$ cat config.mk
export PLATFORM = sky130hd
export DESIGN_NAME = icap_bridge_top
export DESIGN_NICKNAME = d
export VERILOG_FILES = /design/src/common/icap_pkg.sv /design/src/verilog/icap_clk_div.sv /design/src/verilog/icap_bus_front.sv /design/src/icap_seq/icap_seq.sv /design/src/verilog/icap_bridge_top.sv
export SDC_FILE = /design/constraint.sdc
export NUM_CORES = 1
export LEC_CHECK = 0
export BUFFER_PORTS_ARGS = -buffer_cell sky130_fd_sc_hd__buf_2
export CAP_MARGIN = 5
export CORE_AREA = 2 2 122 124
export DETAILED_ROUTE_END_ITERATION = 10
export DIE_AREA = 0 0 124 126
export PLACE_DENSITY_LB_ADDON = 0.25
export SLEW_MARGIN = 10
export SYNTH_ARGS = -nofsm -noshare
export SYNTH_HDL_FRONTEND = slang
export SYNTH_SLANG_ARGS = --single-unit
$ cat constraint.sdc
create_clock -name i_clk -period 8.9 [get_ports i_clk]
set_input_delay 0.445 -clock i_clk [delete_from_list [all_inputs] [get_ports i_clk]]
set_output_delay 0.445 -clock i_clk [all_outputs]
set_load 0.02 [all_outputs]
$ cat src/common/icap_pkg.sv
package icap_pkg;

	//////////////////////////////
	// Widths
	//////////////////////////////

	// Log2 of the port clock divide
	localparam int icap_lgdiv = 3;
	localparam int reg_addr_w = 5;
	localparam int word_w = 32;
	localparam int sel_w = word_w / 8;
	localparam int step_w = 5;
	// Register field width inside a type-1 header
	localparam int hdr_reg_w = 14;

	//////////////////////////////
	// Packet constants
	//////////////////////////////

	localparam logic [word_w-1:0] word_dummy = 32'hffff_ffff;
	localparam logic [word_w-1:0] word_noop = 32'h2000_0000;
	localparam logic [word_w-1:0] word_sync = 32'haa99_5566;
	localparam logic [word_w-1:0] word_desync = 32'h0000_000d;
	// CMD register
	localparam logic [reg_addr_w-1:0] reg_cmd = 5'd4;
	localparam logic [2:0] hdr_type1 = 3'd1;
	localparam logic [1:0] op_read = 2'd1;
	localparam logic [1:0] op_write = 2'd2;

	//////////////////////////////
	// Sequencer steps
	//////////////////////////////

	typedef logic [step_w-1:0] step_t;

	// Unnamed steps in between simply count up
	localparam step_t step_idle = 5'h00;
	localparam step_t step_start = 5'h01;
	localparam step_t step_sync_end = 5'h05;
	localparam step_t step_read = 5'h06;
	localparam step_t step_read_end = 5'h0e;
	localparam step_t step_write = 5'h0f;
	localparam step_t step_write_end = 5'h10;
	localparam step_t step_desync = 5'h11;
	localparam step_t step_end = 5'h17;
	// Ticks the desync tail still runs after a read answer
	localparam step_t read_tail = step_t'(step_end - step_desync + 1'b1);

	// Bus request as held by the host
	typedef struct packed {
		logic we;
		logic [reg_addr_w-1:0] addr;
		logic [word_w-1:0] data;
		logic [sel_w-1:0] sel;
	} bus_req_t;

	typedef struct packed {
		logic ack;
		logic [word_w-1:0] data;
	} bus_rsp_t;

	// Port side, data already bit-reversed per byte
	typedef struct packed {
		logic cs_n;
		logic rdwrn;
		logic [word_w-1:0] data;
	} cfg_port_t;

	typedef struct packed {
		logic [2:0] hdr_type;
		logic [1:0] opcode;
		logic [hdr_reg_w-1:0] reg_addr;
		logic [1:0] reserved;
		logic [10:0] word_count;
	} type1_hdr_t;

	// Same port word seen raw or as a header
	typedef union packed {
		logic [word_w-1:0] raw;
		type1_hdr_t hdr;
	} cfg_word_u;

	// Port wants each byte MSB/LSB swapped
	function automatic logic [word_w-1:0] byte_bit_rev(input logic [word_w-1:0] w);
		logic [word_w-1:0] r;
		for (int b = 0; b < sel_w; b++) begin
			for (int k = 0; k < 8; k++) begin
				r[8*b + k] = w[8*b + 7 - k];
			end
		end
		return r;
	endfunction

endpackage

$ cat src/verilog/icap_clk_div.sv
module icap_clk_div (
	input logic i_clk,
	input logic i_rst_n,
	output logic o_tick,
	output logic o_slow_clk
);

	import icap_pkg::*;

	// Free-running divide counter
	logic [icap_lgdiv-1:0] cnt;

	//////////////////////////////
	// Counter and tick
	//////////////////////////////

	always_ff @(posedge i_clk) begin
		if (!i_rst_n) begin
			cnt <= '0;
			o_tick <= 1'b0;
		end else begin
			cnt <= cnt + 1'b1;
			// Registered one count early
			// so tick sits on the last count
			o_tick <= (cnt == {{(icap_lgdiv-1){1'b1}}, 1'b0});
		end
	end

	// Top bit is the port clock
	// Falls on the edge right after the tick
	assign o_slow_clk = cnt[icap_lgdiv-1];

	//////////////////////////////
	// Checks
	//////////////////////////////

	// Tick is a single-cycle strobe per period
	a_tick_single: assert property (
		@(posedge i_clk) disable iff (!i_rst_n)
		o_tick |=> !o_tick
	);

endmodule

$ cat src/verilog/icap_bus_front.sv
module icap_bus_front (
	input logic i_clk,
	input logic i_rst_n,
	input logic i_tick,
	input logic i_stb,
	input icap_pkg::bus_req_t i_req,
	input logic i_done,
	input logic [icap_pkg::word_w-1:0] i_rdata,
	output logic o_stall,
	output logic o_start,
	output icap_pkg::bus_req_t o_seq_req,
	output icap_pkg::bus_rsp_t o_rsp
);

	import icap_pkg::*;

	logic busy;
	logic accept;
	logic full_sel;
	// Partial select answer, one cycle after accept
	logic part_ack;
	// Ticks left in the desync tail after a read
	step_t tail;
	bus_req_t req_q;

	//////////////////////////////
	// Handshake
	//////////////////////////////

	// Accept only on a tick while idle
	assign o_stall = busy || !i_tick;
	assign accept = i_stb && !o_stall;
	assign full_sel = &i_req.sel;

	always_ff @(posedge i_clk) begin
		if (!i_rst_n) begin
			busy <= 1'b0;
			o_start <= 1'b0;
			part_ack <= 1'b0;
			tail <= '0;
		end else begin
			o_start <= accept && full_sel;
			part_ack <= accept && !full_sel;
			if (accept && full_sel) begin
				busy <= 1'b1;
			end else if (i_done) begin
				// Write ends with the sequence
				// Read still has the desync to play
				if (req_q.we) begin
					busy <= 1'b0;
				end else begin
					tail <= read_tail;
				end
			end else if (i_tick && tail != '0) begin
				tail <= tail - 1'b1;
				// Sequencer back to idle on this tick
				if (tail == step_t'(1)) begin
					busy <= 1'b0;
				end
			end
		end
	end

	// Held request for the sequencer
	always_ff @(posedge i_clk) begin
		if (accept) begin
			req_q <= i_req;
		end
	end

	assign o_seq_req = req_q;

	//////////////////////////////
	// Response
	//////////////////////////////

	// Ack in the same cycle as done
	always_comb begin
		o_rsp.ack = i_done || part_ack;
		o_rsp.data = i_rdata;
	end

	// Answer never overlaps a new accept
	a_no_ack_on_accept: assert property (
		@(posedge i_clk) disable iff (!i_rst_n)
		o_rsp.ack |-> !accept
	);

endmodule

$ cat src/icap_seq/icap_seq.sv
module icap_seq (
	input logic i_clk,
	input logic i_rst_n,
	input logic i_tick,
	input logic i_start,
	input icap_pkg::bus_req_t i_req,
	input logic [icap_pkg::word_w-1:0] i_cfg_rdata,
	output logic o_done,
	output logic [icap_pkg::word_w-1:0] o_rdata,
	output icap_pkg::cfg_port_t o_cfg
);

	import icap_pkg::*;

	step_t step;
	step_t step_nxt;
	logic cs_n_nxt;
	logic rdwrn_nxt;
	logic [word_w-1:0] word_nxt;
	// Done strobe for this step
	logic fin;
	// Port answer valid at this step
	logic capture;

	// Type-1 header with a single word count
	function automatic logic [word_w-1:0] type1_word(input logic [1:0] op,
			input logic [reg_addr_w-1:0] addr);
		cfg_word_u w;
		w.raw = '0;
		w.hdr.hdr_type = hdr_type1;
		w.hdr.opcode = op;
		w.hdr.reg_addr = hdr_reg_w'(addr);
		w.hdr.word_count = 11'd1;
		return w.raw;
	endfunction

	//////////////////////////////
	// Step decode
	//////////////////////////////

	always_comb begin
		step_nxt = step + 1'b1;
		cs_n_nxt = 1'b0;
		rdwrn_nxt = o_cfg.rdwrn;
		word_nxt = word_noop;
		fin = 1'b0;
		capture = 1'b0;
		case (step)
			step_idle: begin
				// Port parked
				step_nxt = step_idle;
				cs_n_nxt = 1'b1;
				rdwrn_nxt = 1'b1;
				word_nxt = word_dummy;
			end
			step_start: begin
				cs_n_nxt = 1'b1;
				word_nxt = word_dummy;
			end
			5'h02: begin
				// Select port for writing
				rdwrn_nxt = 1'b0;
			end
			5'h03: begin
				word_nxt = word_sync;
			end
			5'h04: begin
			end
			step_sync_end: begin
				// Branch on direction
				step_nxt = i_req.we ? step_write : step_read;
			end
			step_read: begin
				word_nxt = type1_word(op_read, i_req.addr);
			end
			5'h07, 5'h08: begin
			end
			5'h09: begin
				// Deselect before turning the bus around
				cs_n_nxt = 1'b1;
				rdwrn_nxt = 1'b1;
			end
			5'h0a, 5'h0b, 5'h0c, 5'h0d: begin
				// Four read wait words
				rdwrn_nxt = 1'b1;
			end
			step_read_end: begin
				// Answer is on the port now
				cs_n_nxt = 1'b1;
				rdwrn_nxt = 1'b1;
				step_nxt = step_desync;
				fin = !i_req.we;
				capture = 1'b1;
			end
			step_write: begin
				word_nxt = type1_word(op_write, i_req.addr);
			end
			step_write_end: begin
				word_nxt = i_req.data;
			end
			step_desync: begin
				rdwrn_nxt = 1'b0;
			end
			5'h12: begin
			end
			5'h13: begin
				// Write to CMD
				word_nxt = type1_word(op_write, reg_cmd);
			end
			5'h14: begin
				word_nxt = word_desync;
			end
			5'h15, 5'h16: begin
			end
			step_end: begin
				cs_n_nxt = 1'b1;
				rdwrn_nxt = 1'b0;
				word_nxt = word_dummy;
				step_nxt = step_idle;
				fin = i_req.we;
			end
			default: begin
				cs_n_nxt = 1'b1;
				rdwrn_nxt = 1'b0;
				word_nxt = word_dummy;
				step_nxt = step_idle;
			end
		endcase
	end

	//////////////////////////////
	// Port registers
	//////////////////////////////

	// Port fields move only after a tick
	always_ff @(posedge i_clk) begin
		if (!i_rst_n) begin
			step <= step_idle;
			o_cfg.cs_n <= 1'b1;
			o_cfg.rdwrn <= 1'b1;
			o_cfg.data <= byte_bit_rev(word_dummy);
			o_done <= 1'b0;
		end else begin
			o_done <= 1'b0;
			if (i_start && step == step_idle) begin
				// Port untouched until the next tick
				step <= step_start;
			end else if (i_tick) begin
				step <= step_nxt;
				o_cfg.cs_n <= cs_n_nxt;
				o_cfg.rdwrn <= rdwrn_nxt;
				o_cfg.data <= byte_bit_rev(word_nxt);
				o_done <= fin;
			end
		end
	end

	// Read answer, back to normal bit order
	always_ff @(posedge i_clk) begin
		if (i_tick && capture) begin
			o_rdata <= byte_bit_rev(i_cfg_rdata);
		end
	end

	//////////////////////////////
	// Checks
	//////////////////////////////

	// Port deselected whenever parked
	a_idle_cs: assert property (
		@(posedge i_clk) disable iff (!i_rst_n)
		step == step_idle |-> o_cfg.cs_n
	);

	a_step_range: assert property (
		@(posedge i_clk) disable iff (!i_rst_n)
		step <= step_end
	);

endmodule

$ cat src/verilog/icap_bridge_top.sv
module icap_bridge_top (
	input logic i_clk,
	input logic i_rst_n,
	// Host bus
	input logic i_stb,
	input icap_pkg::bus_req_t i_req,
	output logic o_stall,
	output icap_pkg::bus_rsp_t o_rsp,
	// Configuration port
	output logic o_cfg_clk,
	output icap_pkg::cfg_port_t o_cfg,
	input logic [icap_pkg::word_w-1:0] i_cfg_rdata
);

	import icap_pkg::*;

	logic tick;
	logic start;
	logic done;
	bus_req_t seq_req;
	logic [word_w-1:0] rdata;

	//////////////////////////////
	// Divider
	//////////////////////////////

	icap_clk_div u_clk_div (
		.i_clk(i_clk),
		.i_rst_n(i_rst_n),
		.o_tick(tick),
		.o_slow_clk(o_cfg_clk)
	);

	//////////////////////////////
	// Bus front end
	//////////////////////////////

	icap_bus_front u_bus_front (
		.i_clk(i_clk),
		.i_rst_n(i_rst_n),
		.i_tick(tick),
		.i_stb(i_stb),
		.i_req(i_req),
		.i_done(done),
		.i_rdata(rdata),
		.o_stall(o_stall),
		.o_start(start),
		.o_seq_req(seq_req),
		.o_rsp(o_rsp)
	);

	// Packet sequencer
	icap_seq u_seq (
		.i_clk(i_clk),
		.i_rst_n(i_rst_n),
		.i_tick(tick),
		.i_start(start),
		.i_req(seq_req),
		.i_cfg_rdata(i_cfg_rdata),
		.o_done(done),
		.o_rdata(rdata),
		.o_cfg(o_cfg)
	);

endmodule

# Word level (Yosys, flattened, before mapping)
# Index checks and enable logic that the tools add are counted.
# totals
reg_bits	122
output_inout_bits	69
word_cells	98
in_bits	77
# classes
eq_ne	27
addsub	3
bitwise_logic	5
n_mux	17
n_reduce_logical	30
# ops
op	count
one-hot mux 32 bit (7 select lines)	1
equality test 5 x 4 -> 1 bit, second input constant	8
equality test 5 bit, second input constant	8
equality test 5 x 3 -> 1 bit, second input constant	4
OR reduction 20 bit	1
OR reduction 19 bit	1
two-way mux 5 bit	3
one-hot mux 5 bit (3 select lines)	1
OR reduction 15 bit	1
OR reduction 14 bit	1
equality test 5 x 1 -> 1 bit, second input constant	2
equality test 5 x 2 -> 1 bit, second input constant	2
two-way mux 1 bit	9
AND reduction 3 bit	3
OR reduction 7 bit	1
logical AND 1 bit	6
nonzero test 3 bit	2
adder 5 x 1 -> 5 bit, second input constant	1
logical NOT 5 bit	1
inverter 1 bit	5
nonzero test 5 bit	1
subtractor 5 x 1 -> 5 bit, second input constant	1
logical NOT 1 bit	4
two-way mux 4 bit	1
other kinds (11)	14

# Depth between registers and ports, before layout
# logic_depth
ltp_word	7
depth_mapped	11
mapped_depth_nobuf	8

# By module
# Synthesis repeated with hierarchy kept, for this count alone.
# unflattened
cells_unflattened	438
area_unflattened_um2	5192.5
# by_module_without_submodules
module	cells_each	area_per_inst_um2	instances	seq_area_each_um2
icap_seq	301	3085.5	1	1761.7
icap_bus_front	125	1963.1	1	1421.4
icap_clk_div	12	143.9	1	80.1

# Worst setup path before layout
# Ideal clock, no wire load.
# synth_timing
path_type	reg2reg
start	register u_seq.step[3]
end	register u_seq.o_rdata[0] in the netlist's numbering (enable)
t_required_ns	8.439
path_buffers	2
path_stages_with_launch	5
arrival_ns	3.134
synth_period_minus_slack_ns	3.595
setup_ns	0.461
slack_ns	5.305
cell_sequence	dfxtp_1 buf_2 clkbuf_1 nand2_1 nor3_1
# synth_via
elab_chain_len	3
# synth_lines
element	line_no	text
start, declared	icap_seq.sv:15	step_t step;
start signal, assigned	icap_seq.sv:138	step <= step_idle;
start signal, assigned	icap_seq.sv:147	step <= step_start;
start signal, assigned	icap_seq.sv:149	step <= step_nxt;
equality test 5 x 4 -> 1 bit	icap_seq.sv:48	case (step)
two-way mux 1 bit	icap_seq.sv:48	
logical AND 1 bit	icap_seq.sv:160	if (i_tick && capture) begin
end signal, assigned	icap_seq.sv:161	o_rdata <= byte_bit_rev(i_cfg_rdata);
end, declared	icap_seq.sv:9	output logic [icap_pkg::word_w-1:0] o_rdata,
# Every way passes these cells.
# A chain may end at the register's enable or synchronous reset.

# Final worst setup path
# layout_timing
start	register u_seq.step[2]
end	register u_seq.o_cfg[17] (netlist name)
# layout_via
elab_chain_len	4
word_cells_on_any_way	27
cone_classes	eq/ne (21); mux (1); bitwise (1); reduce/logical (4)
# layout_lines
element
parallel branches: the longest is 4 deep, another holds one-hot mux 32 bit (7 select lines)
# Several ways; the timed one is not identified.

==> key figures <==
Detailed routing
  – DRT iter0 DRCs: 284
  – Final WL: 11600 um
  – TritonRoute pass-1 iters: 5
  – Via density: 5.054
  – Routed len/inst: 15.80 um
  – Final antenna-violating net count: 0
  – Vias: 3710
  – DRC: 0

Synthesis
  – Post-Synth Simple-Gate Area: 0.1444
  – Mapped Cells: 399
  – Flops & latches, synth: 122
  – Post-synthesis sequential area ratio: 0.6364
  – Mux cell area share after synthesis: 0.004307
  – Cell area after synthesis: 4938 um2
  – Post-synth top flop: edfxtp_1
  – Most numerous cell in the Yosys netlist: edfxtp_1
  – Yosys cell types: 62
  – YS warnings: 0
  – Post-synth top area share: 0.4256
  – Synth Area in XOR/XNOR: 0.005320
  – Compound-Gate Fraction of Synth Area: 0.1535
  – Main combinational cell family by area after synthesis: compound AO/OA/AOI/OAI gates
  – Adder-Cell Fraction of Synth Area: 0.02534
  – Leading area contributor after synthesis: edfxtp_1
  – Top cells by area, synth: edfxtp_1, dfxtp_1, nand2_1
  – Ys async rst share: 0
  – Number of synthesized flops with an enable pin: 70
  – Synth cell count leaders: edfxtp_1, dfxtp_1, nand2_1
  – Post-Syn Nets: 486
  – Post-synthesis area per instance: 12.38 um2

Floorplan
  – Cell Rows: 44
  – Starting Density: 0.3450
  – Die area: 15620 um2
  – Die height: 126 um
  – Ports: 146
  – Die Wd: 124 um
  – Total core area: 14310 um2

Timing
  – Layout Skew: 9.563 ps
  – Final hold vios: 0
  – Max_slew headroom: 0.3187
  – Setup Viol. Count Final: 0
  – Sum Neg Setup Slack: 0 ps
  – Final slew viol count: 0
  – Fmax: 0.3441 GHz
  – Shortest period the worst path allows: 2907 ps
  – RSZ-0062 raised after global routing: no
  – Period Utilization, post-route: 0.3266
  – WHS: 197.1 ps
  – Actual slew at the worst max-slew pin: 1022 ps

Final layout
  – Share of layout cells above drive strength 1: 0.3618
  – Utilization after layout: 0.4489
  – FF+latch area: 3143 um2
  – Final instance area: 6425 um2
  – Diode count: 0
  – Multi-input gate area: 1663 um2
  – Final nets: 624
  – Layout area overhead: 30.10%
  – Layout fillers: 1363

Critical path
  – Worst reg2reg path depth: 7
  – Worst Setup End Kind: flop
  – Setup crit start kind: flop
  – Worst R2R Setup Slack: 5990 ps
  – Maximum fanout along the worst path: 26
  – Data required time at the worst endpoint: 9130 ps
  – FF-to-FF End: u_seq.o_cfg[17]
  – Worst EP arrival: 3140 ps
  – WS Path Type: reg2reg
  – Worst R2R Start: u_seq.step[2]

Power and ir drop
  – Clock Power Share: 0.530
  – Peak VDD IR: 0.0001818 V
  – Power Total: 1.341 mW
  – Switching share of power: 0.2094
  – Pint: 1.060 mW
  – Switching pwr: 0.2808 mW
  – Leak pwr: 2.389 nW
  – Part of the power in registers: 0.446
  – Logic pwr share: 0.024
  – PD cells: 208.7 nW/um2

Placed design
  – DP HPWL: 7915 um
  – IO Port Bufs: 145
  – Area after DPL: 5807 um2
  – Routability cong.: 0.8592

GRT
  – Vias in the first global route: 3617
  – Initial antenna violation count: 0
  – Global-route wire length before repair: 18330 um
  – Largest net degree at the start of global routing: 53
  – GRT overflow: 0
  – Gr usage total: 0.1540

Clocking
  – CTS root buffer: clkbuf_16
  – Clock Latency Late Sink: 420 ps
  – Longest Clk Path Bufs: 2
  – Clock Sink Count: 122
  – Post-cts resize count: 0
  – CTS clk-pin slew, worst paths: 60 ps
  – Cts hold-fix bufs: 0
  – Total CTS buffers: 17
  – H-tree level count: 4
  – CTS tree: built
  – Post-CTS Setup Bufs: 0

Hold path
  – End of the worst hold path: u_seq.o_rdata[27]
  – Hold_sp: i_cfg_rdata[28]
  – Tightest Hold Check Type: in2reg
  – Worst Hold Depth: 1

Outcome
  – Status: finished clean

Flow run
  – Max_cap viols: 0
per-layer routing:
layer  up-vias  GRT usage  wire [um]
li1       1790          -          -
met1      1760     0.1823       4768
met2       140     0.2518       5859
met3        20    0.05208        718
met4         0    0.06940        250
met5         -          0          0
through the flow:
stage / instances / worst slack (ps)
after CTS: 734 / 5983
after global routing: 734 / 5679
after detailed placement: 702 / 5994
final: 734 / 5993
after global placement: 702 / 6143
after floorplan: 399 / 5305
registers in the layout, summed over array words and instances (netlist names):
signal	count
u_seq.o_rdata	32
u_seq.o_cfg	34
u_bus_front.part_ack	1
u_bus_front.o_start	1
u_bus_front.tail	5
u_clk_div.o_tick	1
u_bus_front.busy	1
u_seq.o_done	1
u_clk_div.cnt	3
u_bus_front.o_seq_req	38
u_seq.step	5
kinds of logic after synthesis:
| group | count (synthesis) |
|---|---|
| flip-flops | 122 |
| AND/OR/NAND/NOR | 131 |
| multiplexers | 2 |
| buffers and inverters | 36 |
| adder cells (fa/ha/maj) | 10 |
| AO/OA/AOI/OAI | 95 |
| XOR/XNOR | 3 |
how the worst max path moves through the flow:
| stage | startpoint | endpoint |
|---|---|---|
| 3_3_place_gp | u_seq.step[3] | u_seq.o_cfg[17] |
| 2_1_floorplan | u_seq.step[3] | u_seq.o_rdata[0] |
| 4_1_cts | u_seq.step[2] | u_seq.o_cfg[17] |
| 6_report | u_seq.step[2] | u_seq.o_cfg[17] |
| 5_1_grt | u_seq.step[2] | u_seq.o_cfg[29] |
| 3_5_place_dp | u_seq.step[2] | u_seq.o_cfg[17] |
power by group through the flow:
stage | Clock (mW) | Combinational, mW | Sequential, mW
floorplan | 0 | 0.0131 | 0.611
global placement | 0 | 0.0311 | 0.610
detailed placement | 0 | 0.0325 | 0.611
CTS | 0.724 | 0.0325 | 0.599
global route | 0.752 | 0.0360 | 0.599
finish | 0.710 | 0.0322 | 0.599
area by class of cell:
class	count	area share
inverter	8	0.004674
tap	184	0.03583
sequential	122	0.4892
timing repair buffer	147	0.1153
clock buffer	17	0.06621
multi-input combinational	241	0.2588
clock inverter	15	0.02999
worst max-delay path, cell delays in order (launching register included):
cell and delay [ps]:
dfxtp_1 850, nand2_1 280, nor2_1 180, ha_1 240, a21o_1 210, or2_1 140, or3_1 570, a41oi_1 230
cell usage in the layout, fill, tap and decap left out, drive strengths merged, types with 3 or more instances in the layout:
cell type  instances
buf              147
edfxtp            70
dfxtp             52
nand2             44
a2bb2oi           18
nor2              17
a21oi             17
clkbuf            17
nor3b             15
o21ai             13
inv               11
a41oi             11
ha                10
nand3              8
nor2b              7
nand2b             6
and2               5
and3               5
clkinv             5
nor3               5
clkinvlp           4
a21boi             4
nand3b             3
or3                3
a221oi             3
o221a              3
o211ai             3
xor2               3
bufinv             3
(Power assumes the default switching activity.)
